File: src/ooo_pkg.sv
package ooo_pkg;

    // Datapath sizes
    localparam int WORD_W            = 32;    // Operand and result width
    localparam int REG_IDX_W         = 5;     // 32 architectural registers
    localparam int DEFAULT_ROB_DEPTH = 8;     // Reorder buffer entries, power of two

    typedef logic [WORD_W-1:0]    word_t;     // Operand, result, retired value
    typedef logic [REG_IDX_W-1:0] reg_idx_t;  // Destination register index

    // Decoded operations, arrive from the front end
    typedef enum logic [2:0] {
        OP_ADD = 3'd0,   // a + b
        OP_SUB = 3'd1,   // a - b
        OP_AND = 3'd2,   // a & b
        OP_XOR = 3'd3,   // a ^ b
        OP_MUL = 3'd4,   // Low word of a * b
        OP_DIV = 3'd5,   // Unsigned quotient
        OP_REM = 3'd6    // Unsigned remainder
    } opcode_t;

    // Result bus requesters, also the issue target
    typedef enum logic [1:0] {
        UNIT_ALU = 2'd0,
        UNIT_MUL = 2'd1,
        UNIT_DIV = 2'd2
    } unit_t;

endpackage

File: src/alu_unit.sv
module alu_unit #(
    parameter int TAG_W = 3
) (
    input  logic              clk,
    input  logic              rst,
    input  logic              flush,
    input  logic              start,
    input  ooo_pkg::opcode_t  op,
    input  logic [TAG_W-1:0]  tag,
    input  ooo_pkg::word_t    a,
    input  ooo_pkg::word_t    b,
    input  logic              grant,
    output logic              ready_in,
    output logic              req,
    output logic [TAG_W-1:0]  res_tag,
    output ooo_pkg::word_t    res_value,
    output logic              res_except
);
    import ooo_pkg::*;

    word_t result;                               // Combinational ALU output

    assign ready_in   = !req || grant;           // Free, or slot drains this edge
    assign res_except = 1'b0;                    // ALU ops never trap

    always_comb begin
        case (op)
            OP_ADD:  result = a + b;
            OP_SUB:  result = a - b;
            OP_AND:  result = a & b;
            OP_XOR:  result = a ^ b;
            default: result = a + b;             // Not steered here
        endcase
    end

    always_ff @(posedge clk) begin
        if (rst) begin
            req <= 1'b0;
        end else if (flush) begin
            req <= 1'b0;                         // Drop held result
        end else if (start) begin
            req <= 1'b1;                         // New result replaces granted one
        end else if (grant) begin
            req <= 1'b0;
        end
    end

    always_ff @(posedge clk) begin
        if (start) begin
            res_tag   <= tag;                    // Holding register
            res_value <= result;
        end
    end

endmodule

File: src/mul_unit.sv
module mul_unit #(
    parameter int TAG_W = 3
) (
    input  logic              clk,
    input  logic              rst,
    input  logic              flush,
    input  logic              start,
    input  logic [TAG_W-1:0]  tag,
    input  ooo_pkg::word_t    a,
    input  ooo_pkg::word_t    b,
    input  logic              grant,
    output logic              ready_in,
    output logic              req,
    output logic [TAG_W-1:0]  res_tag,
    output ooo_pkg::word_t    res_value,
    output logic              res_except
);
    import ooo_pkg::*;

    logic             v1, v2, v3;               // Stage valids
    logic             advance;                  // Whole pipe moves
    logic [TAG_W-1:0] t1, t2;                   // Tags riding with data
    word_t            a1, b1;                   // Stage 1 operands
    word_t            p_lo;                     // a * b[15:0], low word
    logic [15:0]      p_hi;                     // a[15:0] * b[31:16], low half
    word_t            prod;

    assign advance    = !v3 || grant;           // Last stage empty or draining
    assign ready_in   = advance || !v1;         // Stage 1 can still fill while held
    assign req        = v3;
    assign res_except = 1'b0;
    // Only the low 16 bits of the upper partial reach the low word
    assign prod       = p_lo + {p_hi, 16'h0000};

    always_ff @(posedge clk) begin
        if (rst) begin
            v1 <= 1'b0;
            v2 <= 1'b0;
            v3 <= 1'b0;
        end else if (flush) begin
            v1 <= 1'b0;                         // Kill everything in flight
            v2 <= 1'b0;
            v3 <= 1'b0;
        end else if (advance) begin
            v3 <= v2;
            v2 <= v1;
            v1 <= start;
        end else if (!v1) begin
            v1 <= start;                        // Fill bubble under a held tail
        end
    end

    always_ff @(posedge clk) begin
        if (advance) begin
            res_tag   <= t2;                    // Stage 3 result
            res_value <= prod;
            t2        <= t1;                    // Stage 2 partial products
            p_lo      <= a1 * {16'h0000, b1[15:0]};
            p_hi      <= a1[15:0] * b1[31:16];
        end
        if (ready_in) begin
            t1 <= tag;                          // Stage 1 capture
            a1 <= a;
            b1 <= b;
        end
    end

endmodule

File: src/div_unit.sv
module div_unit #(
    parameter int TAG_W = 3
) (
    input  logic              clk,
    input  logic              rst,
    input  logic              flush,
    input  logic              start,
    input  ooo_pkg::opcode_t  op,
    input  logic [TAG_W-1:0]  tag,
    input  ooo_pkg::word_t    a,
    input  ooo_pkg::word_t    b,
    input  logic              grant,
    output logic              ready_in,
    output logic              req,
    output logic [TAG_W-1:0]  res_tag,
    output ooo_pkg::word_t    res_value,
    output logic              res_except
);
    import ooo_pkg::*;

    typedef enum logic [1:0] {IDLE, CALC, DONE} state_t;

    state_t      state;
    logic [4:0]  cnt;                            // Remaining quotient bits
    word_t       quo;                            // Dividend shifts out, quotient in
    word_t       rem;                            // Partial remainder
    word_t       dvs;                            // Divisor
    logic        is_rem;                         // Return remainder
    logic [32:0] trial;                          // Restoring subtract, bit 32 is borrow

    assign trial     = {rem, quo[31]} - {1'b0, dvs};
    assign ready_in  = (state == IDLE);
    assign req       = (state == DONE);
    assign res_value = is_rem ? rem : quo;

    always_ff @(posedge clk) begin
        if (rst) begin
            state <= IDLE;
        end else if (flush) begin
            state <= IDLE;                       // Abandon any division
        end else begin
            case (state)
                IDLE: begin
                    if (start) begin
                        if (b == '0 || a < b) begin
                            state <= DONE;       // Trivial result, no iteration
                        end else begin
                            state <= CALC;
                        end
                    end
                end
                CALC:    if (cnt == 5'd0) state <= DONE;
                DONE:    if (grant) state <= IDLE;
                default: state <= IDLE;
            endcase
        end
    end

    always_ff @(posedge clk) begin
        if (state == IDLE && start) begin
            res_tag    <= tag;
            is_rem     <= (op == OP_REM);
            dvs        <= b;
            cnt        <= 5'd31;                 // 32 iterations
            res_except <= (b == '0);
            if (b == '0) begin
                quo <= '1;                       // Divide by zero gives all ones
                rem <= '1;
            end else if (a < b) begin
                quo <= '0;
                rem <= a;
            end else begin
                quo <= a;
                rem <= '0;
            end
        end else if (state == CALC) begin
            cnt <= cnt - 5'd1;
            quo <= {quo[30:0], !trial[32]};      // Quotient bit set when no borrow
            rem <= trial[32] ? {rem[30:0], quo[31]} : trial[31:0];
        end
    end

endmodule

File: src/result_bus_arbiter.sv
module result_bus_arbiter #(
    parameter int TAG_W = 3
) (
    input  logic              alu_req,
    input  logic [TAG_W-1:0]  alu_tag,
    input  ooo_pkg::word_t    alu_value,
    input  logic              alu_except,
    input  logic              mul_req,
    input  logic [TAG_W-1:0]  mul_tag,
    input  ooo_pkg::word_t    mul_value,
    input  logic              mul_except,
    input  logic              div_req,
    input  logic [TAG_W-1:0]  div_tag,
    input  ooo_pkg::word_t    div_value,
    input  logic              div_except,
    output logic              alu_grant,
    output logic              mul_grant,
    output logic              div_grant,
    output logic              bus_valid,
    output logic [TAG_W-1:0]  bus_tag,
    output ooo_pkg::word_t    bus_value,
    output logic              bus_except
);
    import ooo_pkg::*;

    unit_t sel;                                  // Winning requester

    // Divider first since it blocks new work while held
    always_comb begin
        if (div_req) begin
            sel = UNIT_DIV;
        end else if (mul_req) begin
            sel = UNIT_MUL;                      // A held mul freezes its pipe
        end else begin
            sel = UNIT_ALU;
        end
    end

    assign div_grant = div_req && (sel == UNIT_DIV);
    assign mul_grant = mul_req && (sel == UNIT_MUL);
    assign alu_grant = alu_req && (sel == UNIT_ALU);
    assign bus_valid = alu_req || mul_req || div_req;

    always_comb begin
        case (sel)
            UNIT_DIV: begin
                bus_tag    = div_tag;
                bus_value  = div_value;
                bus_except = div_except;
            end
            UNIT_MUL: begin
                bus_tag    = mul_tag;
                bus_value  = mul_value;
                bus_except = mul_except;
            end
            default: begin
                bus_tag    = alu_tag;
                bus_value  = alu_value;
                bus_except = alu_except;
            end
        endcase
    end

endmodule

File: src/reorder_buffer.sv
module reorder_buffer #(
    parameter  int ROB_DEPTH = ooo_pkg::DEFAULT_ROB_DEPTH,
    localparam int TAG_W     = $clog2(ROB_DEPTH)
) (
    input  logic               clk,
    input  logic               rst,
    input  logic               alloc_valid,
    input  ooo_pkg::reg_idx_t  alloc_dest,
    input  logic               alloc_except,
    input  logic               bus_valid,
    input  logic [TAG_W-1:0]   bus_tag,
    input  ooo_pkg::word_t     bus_value,
    input  logic               bus_except,
    output logic [TAG_W-1:0]   alloc_tag,
    output logic               full,
    output logic               flush,
    output logic               retire_valid,
    output logic [TAG_W-1:0]   retire_tag,
    output ooo_pkg::reg_idx_t  retire_dest,
    output ooo_pkg::word_t     retire_value,
    output logic               exception_valid,
    output logic [TAG_W-1:0]   exception_tag
);
    import ooo_pkg::*;

    logic [ROB_DEPTH-1:0] busy;                  // Entry allocated
    logic [ROB_DEPTH-1:0] ready;                 // Result written
    logic [ROB_DEPTH-1:0] except;                // Entry traps at head
    reg_idx_t             dest_mem  [ROB_DEPTH];
    word_t                value_mem [ROB_DEPTH];

    logic [TAG_W:0]   head;                      // Extra wrap bit
    logic [TAG_W:0]   tail;
    logic [TAG_W-1:0] head_idx;
    logic             ptr_full;
    logic             head_done;                 // Head can leave this edge
    logic             head_trap;                 // Head leaves by exception
    logic             bus_hit;                   // Result lands in a live entry

    assign head_idx  = head[TAG_W-1:0];
    assign alloc_tag = tail[TAG_W-1:0];          // Tail is the next tag
    assign ptr_full  = (head[TAG_W] != tail[TAG_W]) && (head_idx == alloc_tag);
    assign head_done = busy[head_idx] && ready[head_idx];
    assign head_trap = head_done && except[head_idx];
    // No allocation on the trap edge, the new entry would be lost
    assign full      = ptr_full || head_trap;
    assign bus_hit   = bus_valid && busy[bus_tag] && !flush;

    always_ff @(posedge clk) begin
        if (rst) begin
            head            <= '0;
            tail            <= '0;
            busy            <= '0;
            ready           <= '0;
            except          <= '0;
            flush           <= 1'b0;
            retire_valid    <= 1'b0;
            exception_valid <= 1'b0;
        end else begin
            flush           <= 1'b0;             // Pulses by default
            retire_valid    <= 1'b0;
            exception_valid <= 1'b0;
            if (alloc_valid) begin
                busy[alloc_tag]   <= 1'b1;
                ready[alloc_tag]  <= alloc_except;   // Issue trap is born ready
                except[alloc_tag] <= alloc_except;
                tail              <= tail + 1'b1;
            end
            if (bus_hit) begin
                ready[bus_tag]  <= 1'b1;
                except[bus_tag] <= bus_except;
            end
            if (head_trap) begin
                busy            <= '0;           // Drop head and everything younger
                ready           <= '0;
                except          <= '0;
                head            <= '0;
                tail            <= '0;
                flush           <= 1'b1;
                exception_valid <= 1'b1;
            end else if (head_done) begin
                busy[head_idx] <= 1'b0;          // In-order retire
                head           <= head + 1'b1;
                retire_valid   <= 1'b1;
            end
        end
    end

    always_ff @(posedge clk) begin
        if (alloc_valid) begin
            dest_mem[alloc_tag] <= alloc_dest;
        end
        if (bus_hit) begin
            value_mem[bus_tag] <= bus_value;     // Write by tag
        end
        if (head_done) begin
            retire_tag    <= head_idx;
            retire_dest   <= dest_mem[head_idx];
            retire_value  <= value_mem[head_idx];
            exception_tag <= head_idx;           // Meaningful with exception_valid
        end
    end

endmodule

File: src/ooo_core_top.sv
module ooo_core_top #(
    parameter  int ROB_DEPTH = ooo_pkg::DEFAULT_ROB_DEPTH,
    localparam int TAG_W     = $clog2(ROB_DEPTH)
) (
    input  logic               clk,
    input  logic               rst,
    input  logic               issue_valid,
    input  ooo_pkg::opcode_t   issue_op,
    input  ooo_pkg::reg_idx_t  issue_dest,
    input  ooo_pkg::word_t     issue_a,
    input  ooo_pkg::word_t     issue_b,
    input  logic               issue_except,
    output logic               issue_stall,
    output logic               retire_valid,
    output logic [TAG_W-1:0]   retire_tag,
    output ooo_pkg::reg_idx_t  retire_dest,
    output ooo_pkg::word_t     retire_value,
    output logic               exception_valid,
    output logic [TAG_W-1:0]   exception_tag
);
    import ooo_pkg::*;

    unit_t            issue_unit;                // Decoded target
    logic             unit_ready;
    logic             accept;                    // Instruction taken this edge
    logic             to_unit;                   // Accepted and needs execution
    logic             rob_full, flush;
    logic [TAG_W-1:0] alloc_tag;
    logic             alu_start, alu_ready, alu_req, alu_grant, alu_except;
    logic             mul_start, mul_ready, mul_req, mul_grant, mul_except;
    logic             div_start, div_ready, div_req, div_grant, div_except;
    logic [TAG_W-1:0] alu_tag, mul_tag, div_tag, bus_tag;
    word_t            alu_value, mul_value, div_value, bus_value;
    logic             bus_valid, bus_except;

    always_comb begin
        case (issue_op)
            OP_MUL:         issue_unit = UNIT_MUL;
            OP_DIV, OP_REM: issue_unit = UNIT_DIV;
            default:        issue_unit = UNIT_ALU;
        endcase
        case (issue_unit)
            UNIT_MUL: unit_ready = mul_ready;
            UNIT_DIV: unit_ready = div_ready;
            default:  unit_ready = alu_ready;
        endcase
    end

    // Trapping issues skip the units, so their readiness does not matter
    assign issue_stall = rob_full || flush || (!issue_except && !unit_ready);
    assign accept      = issue_valid && !issue_stall;
    assign to_unit     = accept && !issue_except;
    assign alu_start   = to_unit && (issue_unit == UNIT_ALU);
    assign mul_start   = to_unit && (issue_unit == UNIT_MUL);
    assign div_start   = to_unit && (issue_unit == UNIT_DIV);

    alu_unit #(.TAG_W(TAG_W)) alu0 (
        .clk, .rst, .flush, .start(alu_start), .op(issue_op), .tag(alloc_tag),
        .a(issue_a), .b(issue_b), .grant(alu_grant), .ready_in(alu_ready), .req(alu_req),
        .res_tag(alu_tag), .res_value(alu_value), .res_except(alu_except));

    mul_unit #(.TAG_W(TAG_W)) mul0 (
        .clk, .rst, .flush, .start(mul_start), .tag(alloc_tag),
        .a(issue_a), .b(issue_b), .grant(mul_grant), .ready_in(mul_ready), .req(mul_req),
        .res_tag(mul_tag), .res_value(mul_value), .res_except(mul_except));

    div_unit #(.TAG_W(TAG_W)) div0 (
        .clk, .rst, .flush, .start(div_start), .op(issue_op), .tag(alloc_tag),
        .a(issue_a), .b(issue_b), .grant(div_grant), .ready_in(div_ready), .req(div_req),
        .res_tag(div_tag), .res_value(div_value), .res_except(div_except));

    result_bus_arbiter #(.TAG_W(TAG_W)) arb0 (
        .alu_req, .alu_tag, .alu_value, .alu_except,
        .mul_req, .mul_tag, .mul_value, .mul_except,
        .div_req, .div_tag, .div_value, .div_except,
        .alu_grant, .mul_grant, .div_grant,
        .bus_valid, .bus_tag, .bus_value, .bus_except);

    reorder_buffer #(.ROB_DEPTH(ROB_DEPTH)) rob0 (
        .clk, .rst, .alloc_valid(accept), .alloc_dest(issue_dest),
        .alloc_except(issue_except), .bus_valid, .bus_tag, .bus_value, .bus_except,
        .alloc_tag, .full(rob_full), .flush, .retire_valid, .retire_tag, .retire_dest,
        .retire_value, .exception_valid, .exception_tag);

endmodule

File: config.mk
export PLATFORM = sky130hd
export DESIGN_NAME = ooo_core_top
export DESIGN_NICKNAME = d
export VERILOG_FILES = /design/src/ooo_pkg.sv /design/src/alu_unit.sv /design/src/mul_unit.sv /design/src/div_unit.sv /design/src/result_bus_arbiter.sv /design/src/reorder_buffer.sv /design/src/ooo_core_top.sv
export SDC_FILE = /design/constraint.sdc
export NUM_CORES = 2
export LEC_CHECK = 0
export ABC_AREA = 1
export BUFFER_PORTS_ARGS = -buffer_cell sky130_fd_sc_hd__clkbuf_2
export CORE_ASPECT_RATIO = 1.75
export CORE_MARGIN = 3
export CORE_UTILIZATION = 56
export CTS_CLUSTER_SIZE = 10
export DETAILED_ROUTE_END_ITERATION = 6
export PLACE_DENSITY = 0.73
export SLEW_MARGIN = 10
export SYNTH_ARGS = -nofsm -noshare
export SYNTH_HDL_FRONTEND = slang
export SYNTH_SLANG_ARGS = --single-unit
File: constraint.sdc
create_clock -name clk -period 6.16 [get_ports clk]
set_clock_uncertainty 0.05 [all_clocks]
set_input_delay 1.232 -clock clk [delete_from_list [all_inputs] [get_ports clk]]
set_output_delay 1.232 -clock clk [all_outputs]
set_load 0.05 [all_outputs]
Word level (Yosys, flattened, before mapping). Memories as Yosys holds them, arrays and structs flattened. A register that Yosys moved wholly into a read port is not among the register bits. Index checks and enable logic that the tools add are counted.

Register bits after elaboration: 337. Memory bits (writable): 296. Input port bits: 76. Output and inout port bits: 46. Logic and storage cells: 176. Memories: 2.

Memories: rob0.value_mem (depth 8, width 32, read ports 1, clocked after memory_dff 1, write ports 1, RTL line reorder_buffer.sv:30) `word_t value_mem [ROB_DEPTH];`; rob0.dest_mem (depth 8, width 5, read ports 1, clocked after memory_dff 1, write ports 1, RTL line reorder_buffer.sv:29) `reg_idx_t dest_mem [ROB_DEPTH];`.

Add/subtract/negate cells: 7. Multipliers: 2. Magnitude comparators: 7. Equality and inequality tests: 17. Muxes and demuxes: 59. Bitwise gates (word level): 6. Reductions and logical operators: 46.

Operators by type and width (count): $mux W32 (10); $pmux W32 S3 (1); $mux W8 (9); $add A32 B32 Y32 (2); $pmux W32 S2 (1); $sub A33 B32 Y33 (1); $and A32 B32 Y32 (1); $logic_not A32 Y1 (1); $lt A32 B32 Y1 (1); $mul A32 B16 Y32 (1); $sub A32 B32 Y32 (1); $xor A32 B32 Y32 (1); $bwmux W8 (3); $mux W1 (19); $logic_and A1 B1 Y1 (18); $mul A16 B16 Y16 (1); $or A8 B8 Y8 (2); $bmux W1 S3 (4); $lt A3 B4 Y1 const B (3); $mux W2 (5); $demux W1 S3 (3); $eq A3 B3 Y1 const B (3); $ge A3 B1 Y1 const B (3); $logic_or A1 B1 Y1 (9); 22 further kinds (41).

Longest topological paths before layout.
Depth after elaboration: 16. Gate-level depth with buffers: 26.

By module. Synthesis repeated with hierarchy kept, for this count alone.

Cells, all modules: 6063. Area total of the unflattened synthesis: 51961.1 µm².

Modules (own cells, without submodules): mul_unit (times used 1, cells an instance 2602, area each 21997.3 µm², sequential area each 4654.5 µm²); reorder_buffer (times used 1, cells an instance 1111, area each 14550.2 µm², sequential area each 10770.3 µm²); div_unit (times used 1, cells an instance 1327, area each 9118.7 µm², sequential area each 3173.0 µm²); alu_unit (times used 1, cells an instance 828, area each 5352.6 µm², sequential area each 1071.0 µm²); result_bus_arbiter (times used 1, cells an instance 166, area each 782.0 µm², sequential area each 0.0 µm²); ooo_core_top (times used 1, cells an instance 29, area each 160.2 µm², sequential area each 0.0 µm²).

Worst setup path after synthesis. OpenSTA, ideal clock, no wires.

Path type: register to register. From: register mul0.b1[2]. To: register mul0.p_lo[30], data pin. Arrival: 5.367 ns. Data required time: 5.858 ns. Setup slack: 0.491 ns. Stages on the path, launching flop included: 23. Buffers on the path: 2. Clock period less this slack: 5.669 ns. Path through: edfxtp_1 clkbuf_1 clkbuf_1 nand2_1 fa_1 fa_1 fa_1 inv_1 fa_1 fa_1 inv_1 fa_1 inv_1 ha_1 nand2_1 nor2_1 nor3b_1 nand4_1 nand3_1 a21o_1 nand2_1 nand3_1 nand2_1.

Longest elaborated chain between the ends: 1.

RTL lines: start: declaration (RTL line mul_unit.sv:23) `word_t a1, b1;`; start signal: assignment (RTL line mul_unit.sv:64) `b1 <= b;`; $mul A32 B16 Y32 (RTL line mul_unit.sv:58) `p_lo <= a1 * {16'h0000, b1[15:0]};`; end signal: assignment (RTL line mul_unit.sv:58); end: declaration (RTL line mul_unit.sv:24) `word_t p_lo;`.

Every way passes these cells. A chain may end at the register's enable or synchronous reset.

Worst setup path after layout.
From: register mul0.a1[7]. To: register mul0.p_lo[19], data pin.

Longest elaborated chain between the ends: 1.

RTL lines: start: declaration (RTL line mul_unit.sv:23); start signal: assignment (RTL line mul_unit.sv:63) `a1 <= a;`; $mul A32 B16 Y32 (RTL line mul_unit.sv:58).

Every way passes these cells.

==> flow_summary.json <==
{
  "cts_hold_buf": 0,
  "first_global_vias": 43412,
  "reg2reg_depth": 22,
  "synth_area_leaders": "edfxtp_1 37%, fa_1 15%, nand2_1 10%, inv_1 8.2%, ha_1 5.7%",
  "reg2reg_to": "mul0.p_lo[19]",
  "path_max_fanout": 9,
  "synth_nets": 6603,
  "syn-cell-area_um2": 50610,
  "slew_headroom_pct": 18.44,
  "finalSetupTns_ps": 0,
  "fmax_ghz": 0.1674,
  "setup.worst_path.end": "mul0.p_lo[19]",
  "initial_utilization_pct": 56.58,
  "hold_path_depth": 0,
  "ioPinCount": 122,
  "fin_util_pct": 62.35,
  "vdd_ir_drop_max_mv": 0.7046,
  "max-clock-path-buffers": 3,
  "status": "finished clean",
  "synth_simple_gate_area_share_pct": 19.10,
  "numClockSinks": 670,
  "sequentialPowerShare_pct": 22.4,
  "yosysTopAreaCellShare_pct": 37.09,
  "r2r_slack_ps": 190,
  "critical_path_arrival_ps": 6490,
  "netSwitchingPower_mw": 12.59,
  "pwr-share-comb_pct": 61.3,
  "holdCritStartpoint": "mul0.t2[1]",
  "port_buffers": 121,
  "dpl.hpwl_um": 142200,
  "viasPerCell": 5.840,
  "drv_cap": 0,
  "routed_wl_um": 188400,
  "area.growth.synth_to_final_pct": 10.19,
  "worst_slew_pin_slew_ps": 1216,
  "clk_latency_ps": 690,
  "drive_above_1_share_pct": 7.415,
  "synthCells": 5908,
  "synth_most_common_cell": "nand2_1",
  "synth.largest_area_cell": "edfxtp_1",
  "crit_path_end_kind": "flop",
  "drtAntennaViolNets": 0,
  "htreeDepth": 3,
  "grt_max_degree": 103,
  "post-route-cell-area_um2": 55760,
  "synthXorXnorAreaFrac_pct": 2.008,
  "first_pass_iters": 7,
  "synthAdderAreaFrac_pct": 21.06,
  "drc": 0,
  "fin_cells": 7252,
  "hold_viol": 0,
  "swShare_pct": 45.30,
  "timing.final.crit_share_pct": 96.99,
  "antenna_found_initial": 8,
  "start_kind": "flop",
  "yosysUniqueCellTypes": 48,
  "ys_warn_count": 0,
  "yosysSeqAreaShare_pct": 38.87,
  "power_mw": 27.80,
  "dieArea_um2": 94150,
  "critPathLaunch": "mul0.a1[7]",
  "routabilityCongestion": 1.095,
  "synth_common_cells": "1377 x nand2_1, 1111 x inv_1, 625 x edfxtp_1",
  "cp.required_ps": 6670,
  "ys_ff_latch": 670,
  "synth_top_flop_cell": "edfxtp_1",
  "synth_edf_count": 625,
  "path_clk_slew_ps": 60,
  "path_class": "flop to flop",
  "p_per_area_nw_per_um2": 498.4,
  "wl_per_cell_um": 25.98,
  "slew_viol_final": 0,
  "die_y_um": 403.7,
  "tritoncts.num_buffers": 80,
  "synth_top_family_by_area": "adder cells",
  "timing.rr.start": "mul0.a1[7]",
  "min_path_type": "flop to flop",
  "grtUsageTotal_pct": 40.45,
  "internal_power_mw": 15.20,
  "leakage_nw": 26.49,
  "cts_tree": "done",
  "first_iter_violations": 3553,
  "cts-root-buf": "clkbuf_16",
  "nets": 6735,
  "grt_overflow": 0,
  "final-setup-viol-count": 0,
  "grt_pass1_wl_um": 271400,
  "die_w_um": 233.2,
  "syn_area_per_cell_um2": 8.566,
  "pwr-share-clk_pct": 16.3,
  "core_area_um2": 89440,
  "rsz0062_at_grt": "no",
  "dp.cells": 7124,
  "async_reset_ff_share_pct": 0,
  "synth_compound_area_share_pct": 8.562,
  "muxShareOfSynthArea_pct": 0,
  "dpl_cell_area_um2": 53140,
  "finalCriticalPeriod_ps": 5974,
  "rows": 145,
  "num_vias": 42351
}
## logic make-up (layout without fill, tap and decap cells)
kind of cell    after synthesis  count (layout)
compound gates              769             769
xor+xnor                    116             116
fa+ha+maj                   619             619
buf+inv                    1369            1530
flops                       670             670
other cells                   0               7
simple gates               2365            2365
## critical path: stages (launching register included)
cell and delay (ps):
edfxtp_1 540, buf_4 220, nand2_1 50, inv_1 50, fa_1 500, fa_1 560, ha_1 140, inv_1 50
fa_1 480, inv_1 60, fa_1 550, fa_1 530, ha_1 460, nand2_1 110, nor2_1 190, nand2_1 80
nand2_1 120, a21oi_1 100, o21ai_0 160, buf_4 170, a21oi_1 70, xnor2_1 410, buf_4 200
## per-layer routing
layer	vias to the layer above	wire length, um	GRT usage, %
met3	883	14000	7.995
li1	19032	-	-
met1	20309	56240	38.21
met5	-	35	0
met2	2121	93120	69.47
met4	6	25030	43.03
## placed cells by master (no fill, tap or decap), types with 6 or more instances in the layout
cell type / count
nand2_1: 1375
inv_1: 1108
edfxtp_1: 625
nor2_1: 516
fa_1: 384
o21ai_0: 357
nand3_1: 323
a21oi_1: 234
ha_1: 229
buf_4: 161
clkbuf_2: 121
clkbuf_16: 81
xor2_1: 61
nand4_1: 58
xnor2_1: 55
dfxtp_1: 44
o2111ai_1: 43
nor3_1: 29
o21bai_1: 26
a22oi_1: 23
o211ai_1: 22
a21boi_0: 21
buf_12: 17
nand3b_1: 14
a31oi_1: 14
a21o_1: 13
nor4_1: 12
clkbuf_1: 12
or2_2: 8
nor2_4: 8
diode_2: 7
clkinv_16: 6
## power by group through the flow
stage	clock network, mW	logic [mW]	registers [mW]
2_1_floorplan	0	10.1	6.21
3_3_place_gp	0	16.4	6.32
3_5_place_dp	0	16.6	6.33
4_1_cts	4.55	16.6	6.24
5_1_grt	4.71	18.8	6.25
6_report	4.52	17.0	6.23
## state kept, by name (all words and copies together), names as in the netlist, 8 cells and up
| signal | count |
|---|---|
| div0.rem | 32 |
| div0.quo | 32 |
| rob0.ready | 8 |
| rob0.except | 8 |
| rob0.dest_mem | 40 |
| mul0.b1 | 32 |
| mul0.res_value | 32 |
| mul0.p_hi | 16 |
| rob0.value_mem | 256 |
| alu0.res_value | 32 |
| mul0.p_lo | 32 |
| div0.dvs | 32 |
| rob0.retire_value | 32 |
| rob0.busy | 8 |
| mul0.a1 | 32 |
## worst min path at each step
stage	endpoint
2_1_floorplan	mul0.res_tag[0]
3_3_place_gp	mul0.res_value[12]
3_5_place_dp	mul0.res_tag[1]
4_1_cts	mul0.res_tag[1]
5_1_grt	mul0.res_tag[1]
6_report	mul0.res_tag[1]
## metrics by stage
step	worst slack [ps]	hold WS (ps)
6_report	185.7	350.9
3_5_place_dp	208.1	354.5
4_1_cts	189.3	346.1
2_1_floorplan	490.6	350.3
3_3_place_gp	170.9	350.6
5_1_grt	2.187	362.0
## final cells by class
| type | count | area, um^2 |
|---|---|---|
| Clock inverter | 17 | 344.1 |
| Fill cell | 7720 | 33680 |
| Antenna cell | 7 | 17.52 |
| Timing Repair Buffer | 303 | 2213 |
| Clock buffer | 94 | 2074 |
| Inverter | 1116 | 4195 |
| Sequential cell | 670 | 19670 |
| Tap cell | 1176 | 1471 |
| Multi-Input combinational cell | 3869 | 25780 |
## timing repair
item	in CTS	in global routing
setup buffers	0	9
gates resized for setup	0	16
setup endpoints to repair	0	9
(Power assumes the default switching activity.)
